<file path="src/common/mon_pkg.sv">
/*
 * UART debug monitor command front end
 * shared widths, character codes, state encoding and control strobes
 */
`default_nettype none

package mon_pkg;

	typedef logic [7:0]  byte_t;      // one received uart character
	typedef logic [3:0]  nibble_t;    // one hex digit value
	typedef logic [31:0] word_t;      // address, data or pc
	typedef logic [3:0]  digit_cnt_t;

	localparam digit_cnt_t WORD_DIGITS = 4'd8;

	// command characters kept by this monitor
	localparam byte_t CHAR_CTRL_C = 8'h03;
	localparam byte_t CHAR_CR     = 8'h0d;
	localparam byte_t CHAR_G      = 8'h67;
	localparam byte_t CHAR_W      = 8'h77;
	localparam byte_t CHAR_R      = 8'h72;
	localparam byte_t CHAR_S      = 8'h73;

	// lower case hex digit ranges
	localparam byte_t CHAR_0 = 8'h30;
	localparam byte_t CHAR_9 = 8'h39;
	localparam byte_t CHAR_A = 8'h61;
	localparam byte_t CHAR_F = 8'h66;

	typedef enum logic [2:0] {
		KIND_NONE,
		KIND_DIGIT,
		KIND_GO,
		KIND_WRITE,
		KIND_READ,
		KIND_STOP_SET,
		KIND_QUIT,
		KIND_CR
	} char_kind_e;

	typedef struct packed {
		logic       valid;
		char_kind_e kind;
		nibble_t    nibble;   // only meaningful for digits
	} char_t;

	typedef enum logic [3:0] {
		ST_IDLE,
		ST_GO_ADDR,
		ST_GO_RUN,
		ST_WR_ADDR,
		ST_WR_DATA,
		ST_RD_START,
		ST_RD_END,
		ST_RD_DUMP,
		ST_BP_ADDR
	} cmd_state_e;

	typedef struct packed {
		logic write_address_set;
		logic write_data_en;
		logic read_start_set;
		logic read_end_set;
		logic read_stop;
		logic cpu_start;
		logic quit_cmd;
		logic crlf_in;
	} mon_ctrl_t;

endpackage

`default_nettype wire

</file>
<file path="src/decode/char_decoder.sv">
/*
 * Character decoder of the UART monitor
 * registers each received byte and sorts it into digit, command, quit or CR
 */
`timescale 1ns/1ps
`default_nettype none

module char_decoder import mon_pkg::*; (
	input  logic  clk,
	input  logic  rst_n,
	input  byte_t rout,
	input  logic  rout_en,
	output char_t char_out
);

	byte_t      pdata;
	logic       data_en;
	char_kind_e kind_raw;
	nibble_t    nibble_raw;

	always_ff @(posedge clk) begin
		if (rout_en)
			pdata <= rout;
	end

	always_ff @(posedge clk or negedge rst_n) begin
		if (!rst_n)
			data_en <= 1'b0;
		else
			data_en <= rout_en;   // one cycle behind the byte strobe
	end

	always_comb begin
		kind_raw   = KIND_NONE;
		nibble_raw = '0;
		case (pdata) inside
			[CHAR_0:CHAR_9]: begin
				kind_raw   = KIND_DIGIT;
				nibble_raw = pdata[3:0];
			end
			[CHAR_A:CHAR_F]: begin
				kind_raw   = KIND_DIGIT;
				nibble_raw = pdata[3:0] + 4'd9;   // 'a' is 8'h61
			end
			CHAR_G:      kind_raw = KIND_GO;
			CHAR_W:      kind_raw = KIND_WRITE;
			CHAR_R:      kind_raw = KIND_READ;
			CHAR_S:      kind_raw = KIND_STOP_SET;
			CHAR_CTRL_C: kind_raw = KIND_QUIT;
			CHAR_CR:     kind_raw = KIND_CR;
			default:     kind_raw = KIND_NONE;
		endcase
	end

	assign char_out.valid  = data_en;
	assign char_out.kind   = data_en ? kind_raw : KIND_NONE;
	assign char_out.nibble = nibble_raw;

	// downstream blocks decode kind alone, so an idle cycle must look like none
	a_kind_idle: assert property (@(posedge clk) disable iff (!rst_n)
		!char_out.valid |-> char_out.kind == KIND_NONE);

endmodule

`default_nettype wire

</file>
<file path="src/cmd/hex_word_assembler.sv">
/*
 * Hex word assembler of the UART monitor
 * shifts accepted hex digits into a 32-bit word and pulses word_valid per word
 */
`timescale 1ns/1ps
`default_nettype none

module hex_word_assembler import mon_pkg::*; (
	input  logic  clk,
	input  logic  rst_n,
	input  char_t char_in,
	input  logic  digit_accept,
	input  logic  word_restart,
	output word_t word_out,
	output logic  word_valid
);

	word_t      shift_word;
	word_t      shift_next;
	digit_cnt_t digit_cnt;
	logic       digit_set;
	logic       last_digit;

	assign digit_set  = char_in.valid & (char_in.kind == KIND_DIGIT) & digit_accept;
	assign last_digit = digit_set & (digit_cnt == WORD_DIGITS - 4'd1);
	assign shift_next = {shift_word[27:0], char_in.nibble};   // new digit in low nibble

	always_ff @(posedge clk or negedge rst_n) begin
		if (!rst_n)
			shift_word <= '0;
		else if (word_restart)
			shift_word <= '0;
		else if (digit_set)
			shift_word <= shift_next;
	end

	always_ff @(posedge clk or negedge rst_n) begin
		if (!rst_n) begin
			digit_cnt <= '0;
		end else if (word_restart) begin
			digit_cnt <= '0;
		end else if (digit_set) begin
			if (last_digit)
				digit_cnt <= '0;   // ready for the next word
			else
				digit_cnt <= digit_cnt + 4'd1;
		end
	end

	// last completed word
	always_ff @(posedge clk) begin
		if (last_digit)
			word_out <= shift_next;
	end

	always_ff @(posedge clk or negedge rst_n) begin
		if (!rst_n)
			word_valid <= 1'b0;
		else
			word_valid <= last_digit;
	end

	a_cnt_range: assert property (@(posedge clk) disable iff (!rst_n)
		digit_cnt <= WORD_DIGITS);

endmodule

`default_nettype wire

</file>
<file path="src/cmd/cmd_fsm.sv">
/*
 * Command state machine of the UART monitor
 * tracks g, w, r and s commands and issues the memory-control strobes
 */
`timescale 1ns/1ps
`default_nettype none

module cmd_fsm import mon_pkg::*; (
	input  logic      clk,
	input  logic      rst_n,
	input  char_t     char_in,
	input  logic      word_valid,
	input  logic      dump_running,
	input  logic      bp_hit,
	output logic      digit_accept,
	output logic      word_restart,
	output logic      bp_load,
	output mon_ctrl_t ctrl
);

	cmd_state_e state;
	cmd_state_e state_next;
	logic       cmd_quit;
	logic       cmd_cr;
	logic       g_crlf;
	logic       w_crlf;
	logic       r_crlf;
	logic       s_crlf;
	logic [2:0] g_dly;   // go line end to cpu_start

	assign cmd_quit = char_in.valid & (char_in.kind == KIND_QUIT);
	assign cmd_cr   = char_in.valid & (char_in.kind == KIND_CR);

	always_comb begin
		state_next = state;
		if (cmd_quit) begin
			state_next = ST_IDLE;
		end else begin
			case (state)
				ST_IDLE: begin
					if (char_in.valid) begin
						case (char_in.kind)
							KIND_GO:       state_next = ST_GO_ADDR;
							KIND_WRITE:    state_next = ST_WR_ADDR;
							KIND_READ:     state_next = ST_RD_START;
							KIND_STOP_SET: state_next = ST_BP_ADDR;
							default:       state_next = ST_IDLE;
						endcase
					end
				end
				ST_GO_ADDR:  if (word_valid) state_next = ST_GO_RUN;
				ST_GO_RUN:   if (bp_hit) state_next = ST_IDLE;
				ST_WR_ADDR:  if (word_valid) state_next = ST_WR_DATA;
				ST_WR_DATA:  state_next = ST_WR_DATA;   // data stream until quit
				ST_RD_START: if (word_valid) state_next = ST_RD_END;
				ST_RD_END:   if (word_valid) state_next = ST_RD_DUMP;
				ST_RD_DUMP:  if (!dump_running) state_next = ST_IDLE;
				ST_BP_ADDR:  if (word_valid) state_next = ST_IDLE;
				default:     state_next = ST_IDLE;
			endcase
		end
	end

	always_ff @(posedge clk or negedge rst_n) begin
		if (!rst_n)
			state <= ST_IDLE;
		else
			state <= state_next;
	end

	assign digit_accept = (state == ST_GO_ADDR) | (state == ST_WR_ADDR) | (state == ST_WR_DATA)
		| (state == ST_RD_START) | (state == ST_RD_END) | (state == ST_BP_ADDR);

	// fresh word whenever a digit-taking command starts
	assign word_restart = cmd_quit | ((state == ST_IDLE) & (state_next != ST_IDLE));

	assign bp_load = (state == ST_BP_ADDR) & word_valid;

	assign g_crlf = (state == ST_GO_ADDR) & (state_next == ST_GO_RUN);
	assign w_crlf = (state == ST_WR_ADDR) & (state_next == ST_WR_DATA);
	assign r_crlf = (state == ST_RD_END) & (state_next == ST_RD_DUMP);
	assign s_crlf = (state == ST_BP_ADDR) & word_valid & ~cmd_quit;

	always_ff @(posedge clk or negedge rst_n) begin
		if (!rst_n)
			g_dly <= '0;
		else
			g_dly <= {g_dly[1:0], g_crlf};
	end

	assign ctrl.write_address_set = (state == ST_WR_ADDR) & word_valid;
	assign ctrl.write_data_en     = (state == ST_WR_DATA) & word_valid;
	assign ctrl.read_start_set    = (state == ST_RD_START) & word_valid;
	assign ctrl.read_end_set      = (state == ST_RD_END) & word_valid;
	assign ctrl.read_stop         = (state == ST_RD_DUMP) & cmd_quit;
	assign ctrl.cpu_start         = g_dly[2];
	assign ctrl.quit_cmd          = cmd_quit | ((state == ST_GO_RUN) & bp_hit);
	assign ctrl.crlf_in           = g_crlf | w_crlf | r_crlf | s_crlf | cmd_quit | cmd_cr;

	a_state_legal: assert property (@(posedge clk) disable iff (!rst_n)
		state inside {ST_IDLE, ST_GO_ADDR, ST_GO_RUN, ST_WR_ADDR, ST_WR_DATA,
			ST_RD_START, ST_RD_END, ST_RD_DUMP, ST_BP_ADDR});

endmodule

`default_nettype wire

</file>
<file path="src/rtl/break_point.sv">
/*
 * Program breakpoint of the UART monitor
 * holds a word-aligned PC breakpoint and compares it with the running PC
 */
`timescale 1ns/1ps
`default_nettype none

module break_point import mon_pkg::*; (
	input  logic  clk,
	input  logic  rst_n,
	input  word_t word_in,
	input  logic  bp_load,
	input  word_t pc_data,
	input  logic  cpu_run_state,
	output logic  bp_hit,
	output logic  bp_match
);

	logic [31:2] bp_addr;
	logic        bp_en;

	always_ff @(posedge clk) begin
		if (bp_load)
			bp_addr <= word_in[31:2];
	end

	always_ff @(posedge clk or negedge rst_n) begin
		if (!rst_n)
			bp_en <= 1'b0;
		else if (bp_load)
			bp_en <= ~word_in[0];   // odd word switches the breakpoint off
	end

	assign bp_match = bp_en & (bp_addr == pc_data[31:2]);
	assign bp_hit   = bp_match & cpu_run_state;

	a_hit_match: assert property (@(posedge clk) disable iff (!rst_n)
		bp_hit |-> bp_match);

endmodule

`default_nettype wire

</file>
<file path="src/rtl/uart_monitor_cmd.sv">
/*
 * UART debug monitor command front end
 * decoder, hex word assembler, command FSM and program breakpoint
 */
`timescale 1ns/1ps
`default_nettype none

module uart_monitor_cmd import mon_pkg::*; (
	input  logic      clk,
	input  logic      rst_n,
	input  byte_t     rout,
	input  logic      rout_en,
	input  logic      dump_running,
	input  logic      cpu_run_state,
	input  word_t     pc_data,
	output mon_ctrl_t ctrl,
	output word_t     uart_data,
	output logic      bp_match
);

	char_t char_w;
	word_t word_w;
	logic  word_valid;
	logic  digit_accept;
	logic  word_restart;
	logic  bp_load;
	logic  bp_hit;

	char_decoder i_char_decoder (
		.clk      (clk),
		.rst_n    (rst_n),
		.rout     (rout),
		.rout_en  (rout_en),
		.char_out (char_w)
	);

	hex_word_assembler i_hex_word_assembler (
		.clk          (clk),
		.rst_n        (rst_n),
		.char_in      (char_w),
		.digit_accept (digit_accept),
		.word_restart (word_restart),
		.word_out     (word_w),
		.word_valid   (word_valid)
	);

	cmd_fsm i_cmd_fsm (
		.clk          (clk),
		.rst_n        (rst_n),
		.char_in      (char_w),
		.word_valid   (word_valid),
		.dump_running (dump_running),
		.bp_hit       (bp_hit),
		.digit_accept (digit_accept),
		.word_restart (word_restart),
		.bp_load      (bp_load),
		.ctrl         (ctrl)
	);

	break_point i_break_point (
		.clk           (clk),
		.rst_n         (rst_n),
		.word_in       (word_w),
		.bp_load       (bp_load),
		.pc_data       (pc_data),
		.cpu_run_state (cpu_run_state),
		.bp_hit        (bp_hit),
		.bp_match      (bp_match)
	);

	assign uart_data = word_w;   // address or data for the memory side

endmodule

`default_nettype wire

</file>
<file path="config.mk">
export PLATFORM = sky130hd
export DESIGN_NAME = uart_monitor_cmd
export DESIGN_NICKNAME = d
export VERILOG_FILES = /design/src/common/mon_pkg.sv /design/src/decode/char_decoder.sv /design/src/cmd/hex_word_assembler.sv /design/src/cmd/cmd_fsm.sv /design/src/rtl/break_point.sv /design/src/rtl/uart_monitor_cmd.sv
export SDC_FILE = /design/constraint.sdc
export NUM_CORES = 1
export LEC_CHECK = 0
export BUFFER_PORTS_ARGS = -buffer_cell sky130_fd_sc_hd__buf_2
export CORE_MARGIN = 2
export CORE_UTILIZATION = 55
export CTS_CLUSTER_DIAMETER = 40
export DETAILED_ROUTE_END_ITERATION = 6
export PLACE_DENSITY = 0.81
export SKIP_CTS_REPAIR_TIMING = 1
export SYNTH_ARGS = -nofsm -noshare
export SYNTH_HDL_FRONTEND = slang
export SYNTH_SLANG_ARGS = --single-unit
</file>
<file path="constraint.sdc">
create_clock -name clk -period 5.2 [get_ports clk]
set_input_delay 0.26 -clock clk [delete_from_list [all_inputs] [get_ports clk]]
set_output_delay 0.26 -clock clk [all_outputs]
set_load 0.02 [all_outputs]
</file>
==> impl_metrics.env <==
export IMPL_synth_top_cells_by_count="edfxtp_1, dfrtp_1, nor3_1"
export IMPL_cap_violations=0
export IMPL_power_frac_seq_pct=58.7
export IMPL_firstDrtPassIters=5
export IMPL_dpl_hpwl_um=6420
export IMPL_crit_family="simple AND/OR/NAND/NOR gates"
export IMPL_layout_drive_gt1_share_pct=25.2
export IMPL_max_vdd_ir_drop_v=0.000232
export IMPL_root_buffer="clkbuf_8"
export IMPL_cts_sink_count=112
export IMPL_crit_buf_inv=1
export IMPL_synth_cells=351
export IMPL_synth_flop_cell="edfxtp_1"
export IMPL_cp_required_ps=5270
export IMPL_start_kind="register"
export IMPL_p_leak_uw=0.00238
export IMPL_slowest_stage="nor3_2"
export IMPL_ant_nets=0
export IMPL_cp_depth=8
export IMPL_endpoint_kind="register"
export IMPL_drtIter0Drc=215
export IMPL_setup_tns_ps=0
export IMPL_finalHoldViolations=0
export IMPL_rows=33
export IMPL_seq_area_um2=3150
export IMPL_synth_fp_nets=401
export IMPL_ys_seq_area_share_pct=66.8
export IMPL_synth_top_area_share_pct=44.5
export IMPL_die_area_um2=9350
export IMPL_die_x_um=96.7
export IMPL_async_flop_share_pct=37.5
export IMPL_final_core_util_pct=65.6
export IMPL_htree_levels=3
export IMPL_yosysTopAreaCell="edfxtp_1"
export IMPL_wl_um=9020
export IMPL_start_util_pct=57.2
export IMPL_slew_violations=0
export IMPL_whs_ps=8.20
export IMPL_yosys_warnings=0
export IMPL_synthTopCellsByArea="edfxtp_1, dfrtp_1, mux2i_1"
export IMPL_ys_ff_latch=112
export IMPL_gp_congestion=0.855
export IMPL_finalPower_uw=1700
export IMPL_fmax_mhz=265
export IMPL_clkPwrFrac_pct=28.5
export IMPL_switching_share_pct=28.2
export IMPL_r2r_cells=8
export IMPL_die_h_um=96.7
export IMPL_period_minus_slack_ps=3770
export IMPL_cp_slowest_stage_delay_ps=710
export IMPL_synth_most_common_cell="edfxtp_1"
export IMPL_multi_input_area_um2=1480
export IMPL_crit_fanout=35
export IMPL_worst_r2r_setup_slack_ps=1430
export IMPL_cts_made_buffers=9
export IMPL_cts_tree="yes"
export IMPL_synth_edf_count=70
export IMPL_grt_usage_pct=19.7
export IMPL_combPwrFrac_pct=12.7
export IMPL_port_buffers=83
export IMPL_clockBufferDepth=2
export IMPL_worstPathCellList="ha_1 -> nand2b_1 -> or4_1 -> a221o_1 -> o211ai_2 -> nand2_2 -> nor3_2 -> buf_4"
export IMPL_grt_pass1_wl_um=14800
export IMPL_insertedDiodeCount=0
export IMPL_clkTransAtPathRegs_ps=100
export IMPL_syn_avg_cell_area_um2=13.5
export IMPL_critical_path_arrival_ps=3830
export IMPL_ys_types=44
export IMPL_p_int_uw=1220
export IMPL_slew_headroom_pct=23.9
export IMPL_rsz0062_at_grt="no"
export IMPL_powerDensity_nw_per_um2=314
export IMPL_grt_pass1_vias=2991
export IMPL_via_per_inst=5.73
export IMPL_grt_max_degree=43
export IMPL_nets=481
export IMPL_wl_per_cell_um=16.7
export IMPL_post_route_period_util_pct=72.5
export IMPL_netlist_area_um2=4720
export IMPL_gr_total_overflow=0
export IMPL_boundaryPins=86
export IMPL_worst_pin_slew_ps=1140
export IMPL_status="complete, no violations"
export IMPL_n_fill_cell=612
export IMPL_hold_path_class="primary input to asynchronous set/reset pin"
export IMPL_area_delta_synth_final_pct=14.7
export IMPL_vias=3100
export IMPL_clk_latency_ps=370
export IMPL_skew_ps=13.4
export IMPL_drc=0
export IMPL_finalSetupViolCount=0
export IMPL_antenna_found_initial=0
export IMPL_p_switching_uw=479
export IMPL_core_area_um2=8260
export IMPL_critPathKind="register to register"
==> final cells by class <==
type                            count  area share, %
Tap cell                          105           2.42
Multi-Input combinational cell    214           27.2
Sequential cell                   112           58.2
Clock inverter                      7           1.15
Inverter                            7          0.485
Clock buffer                        9           2.29
Timing Repair Buffer               87           8.22
==> per-layer routing <==
layer / share of wire [%] / wire length, um / vias to the layer above / global-route usage (%)
li1: - / - / 1461 / -
met1: 42 / 3780 / 1502 / 25.4
met2: 50 / 4510 / 114 / 32.7
met3: 5.5 / 495 / 23 / 4.41
met4: 2.6 / 238 / 0 / 7.69
met5: 0 / 0 / - / 0
==> placed cells by master, fill, tap and decap left out, types with 2 or more instances in the layout <==
cell type / count
nand3_1: 7
nor3b_1: 5
buf_2: 83
ha_1: 5
a211o_1: 2
nor2_1: 14
nor3_1: 34
and2_1: 2
edfxtp_1: 70
mux2i_1: 27
buf_4: 4
a31oi_1: 3
a21oi_1: 5
nor2b_1: 3
xnor2_1: 30
a211oi_1: 3
nand3b_1: 4
nor4_1: 7
clkbuf_8: 9
or3_1: 2
a22oi_1: 2
nor4b_1: 2
nand4_1: 9
dfrtp_1: 42
and3_1: 3
o21ai_0: 7
nand2_1: 17
nand2b_1: 3
inv_6: 3
inv_1: 7
clkinvlp_4: 2
or4_1: 3
==> path summary, 6_finish.rpt <==
check | startpoint | endpoint
hold reg to reg | i_cmd_fsm.g_dly[1]$_DFF_PN0_ | i_cmd_fsm.g_dly[2]$_DFF_PN0_
setup reg to reg | i_char_decoder.pdata[1]$_DFFE_PP_ | i_hex_word_assembler.word_out[5]$_DFFE_PP_
max in group asynchronous | rst_n | i_hex_word_assembler.shift_word[13]$_DFFE_PN0P_
setup / recovery | i_char_decoder.pdata[1]$_DFFE_PP_ | i_hex_word_assembler.word_out[5]$_DFFE_PP_
hold / removal | rst_n | i_char_decoder.data_en$_DFF_PN0_
min in group clk | rout[3] | i_char_decoder.pdata[3]$_DFFE_PP_
==> power groups by stage <==
stage                     combinational [uW]  clock (uW)  sequential (uW)
after global routing                     238         530             1000
after floorplan                          175           0              989
after global placement                   209           0             1010
final                                    216         485              998
after CTS                                215         494              997
after detailed placement                 213           0             1020
==> sequential cells by signal (all words and copies together), names as in the netlist <==
signal,flops
i_hex_word_assembler.shift_word,28
i_hex_word_assembler.word_valid,1
i_break_point.bp_addr,30
i_char_decoder.pdata,8
i_char_decoder.data_en,1
i_cmd_fsm.state,4
i_break_point.bp_en,1
i_hex_word_assembler.digit_cnt,4
i_hex_word_assembler.word_out,32
i_cmd_fsm.g_dly,3
==> worst reg2reg max path, cell delays in order, from the launching register on <==
cell      delay (ps)
edfxtp_1         460
ha_1             260
nand2b_1          80
or4_1            390
a221o_1          390
o211ai_2         230
nand2_2          560
nor3_2           720
buf_4            370
==> cell families after synthesis <==
kind of cell    after synthesis  synth area share [%]
flops                       112                  66.8
buf+inv                      25                  2.25
mux                          27                  5.72
simple gates                120                  13.7
xor+xnor                     30                  5.56
fa+ha+maj                     5                  1.32
compound gates               32                  4.72
==> through the flow <==
| stage | cells | instance area, um2 | setup WS [ps] |
|---|---|---|---|
| after floorplan | 351 | 4720 | 456 |
| after global placement | 525 | 5230 | 1500 |
| after detailed placement | 525 | 5230 | 1440 |
| after CTS | 541 | 5420 | 1410 |
| after global routing | 541 | 5420 | 1200 |
| final | 541 | 5420 | 1430 |
Note: power is estimated with default switching activity, not from simulation.
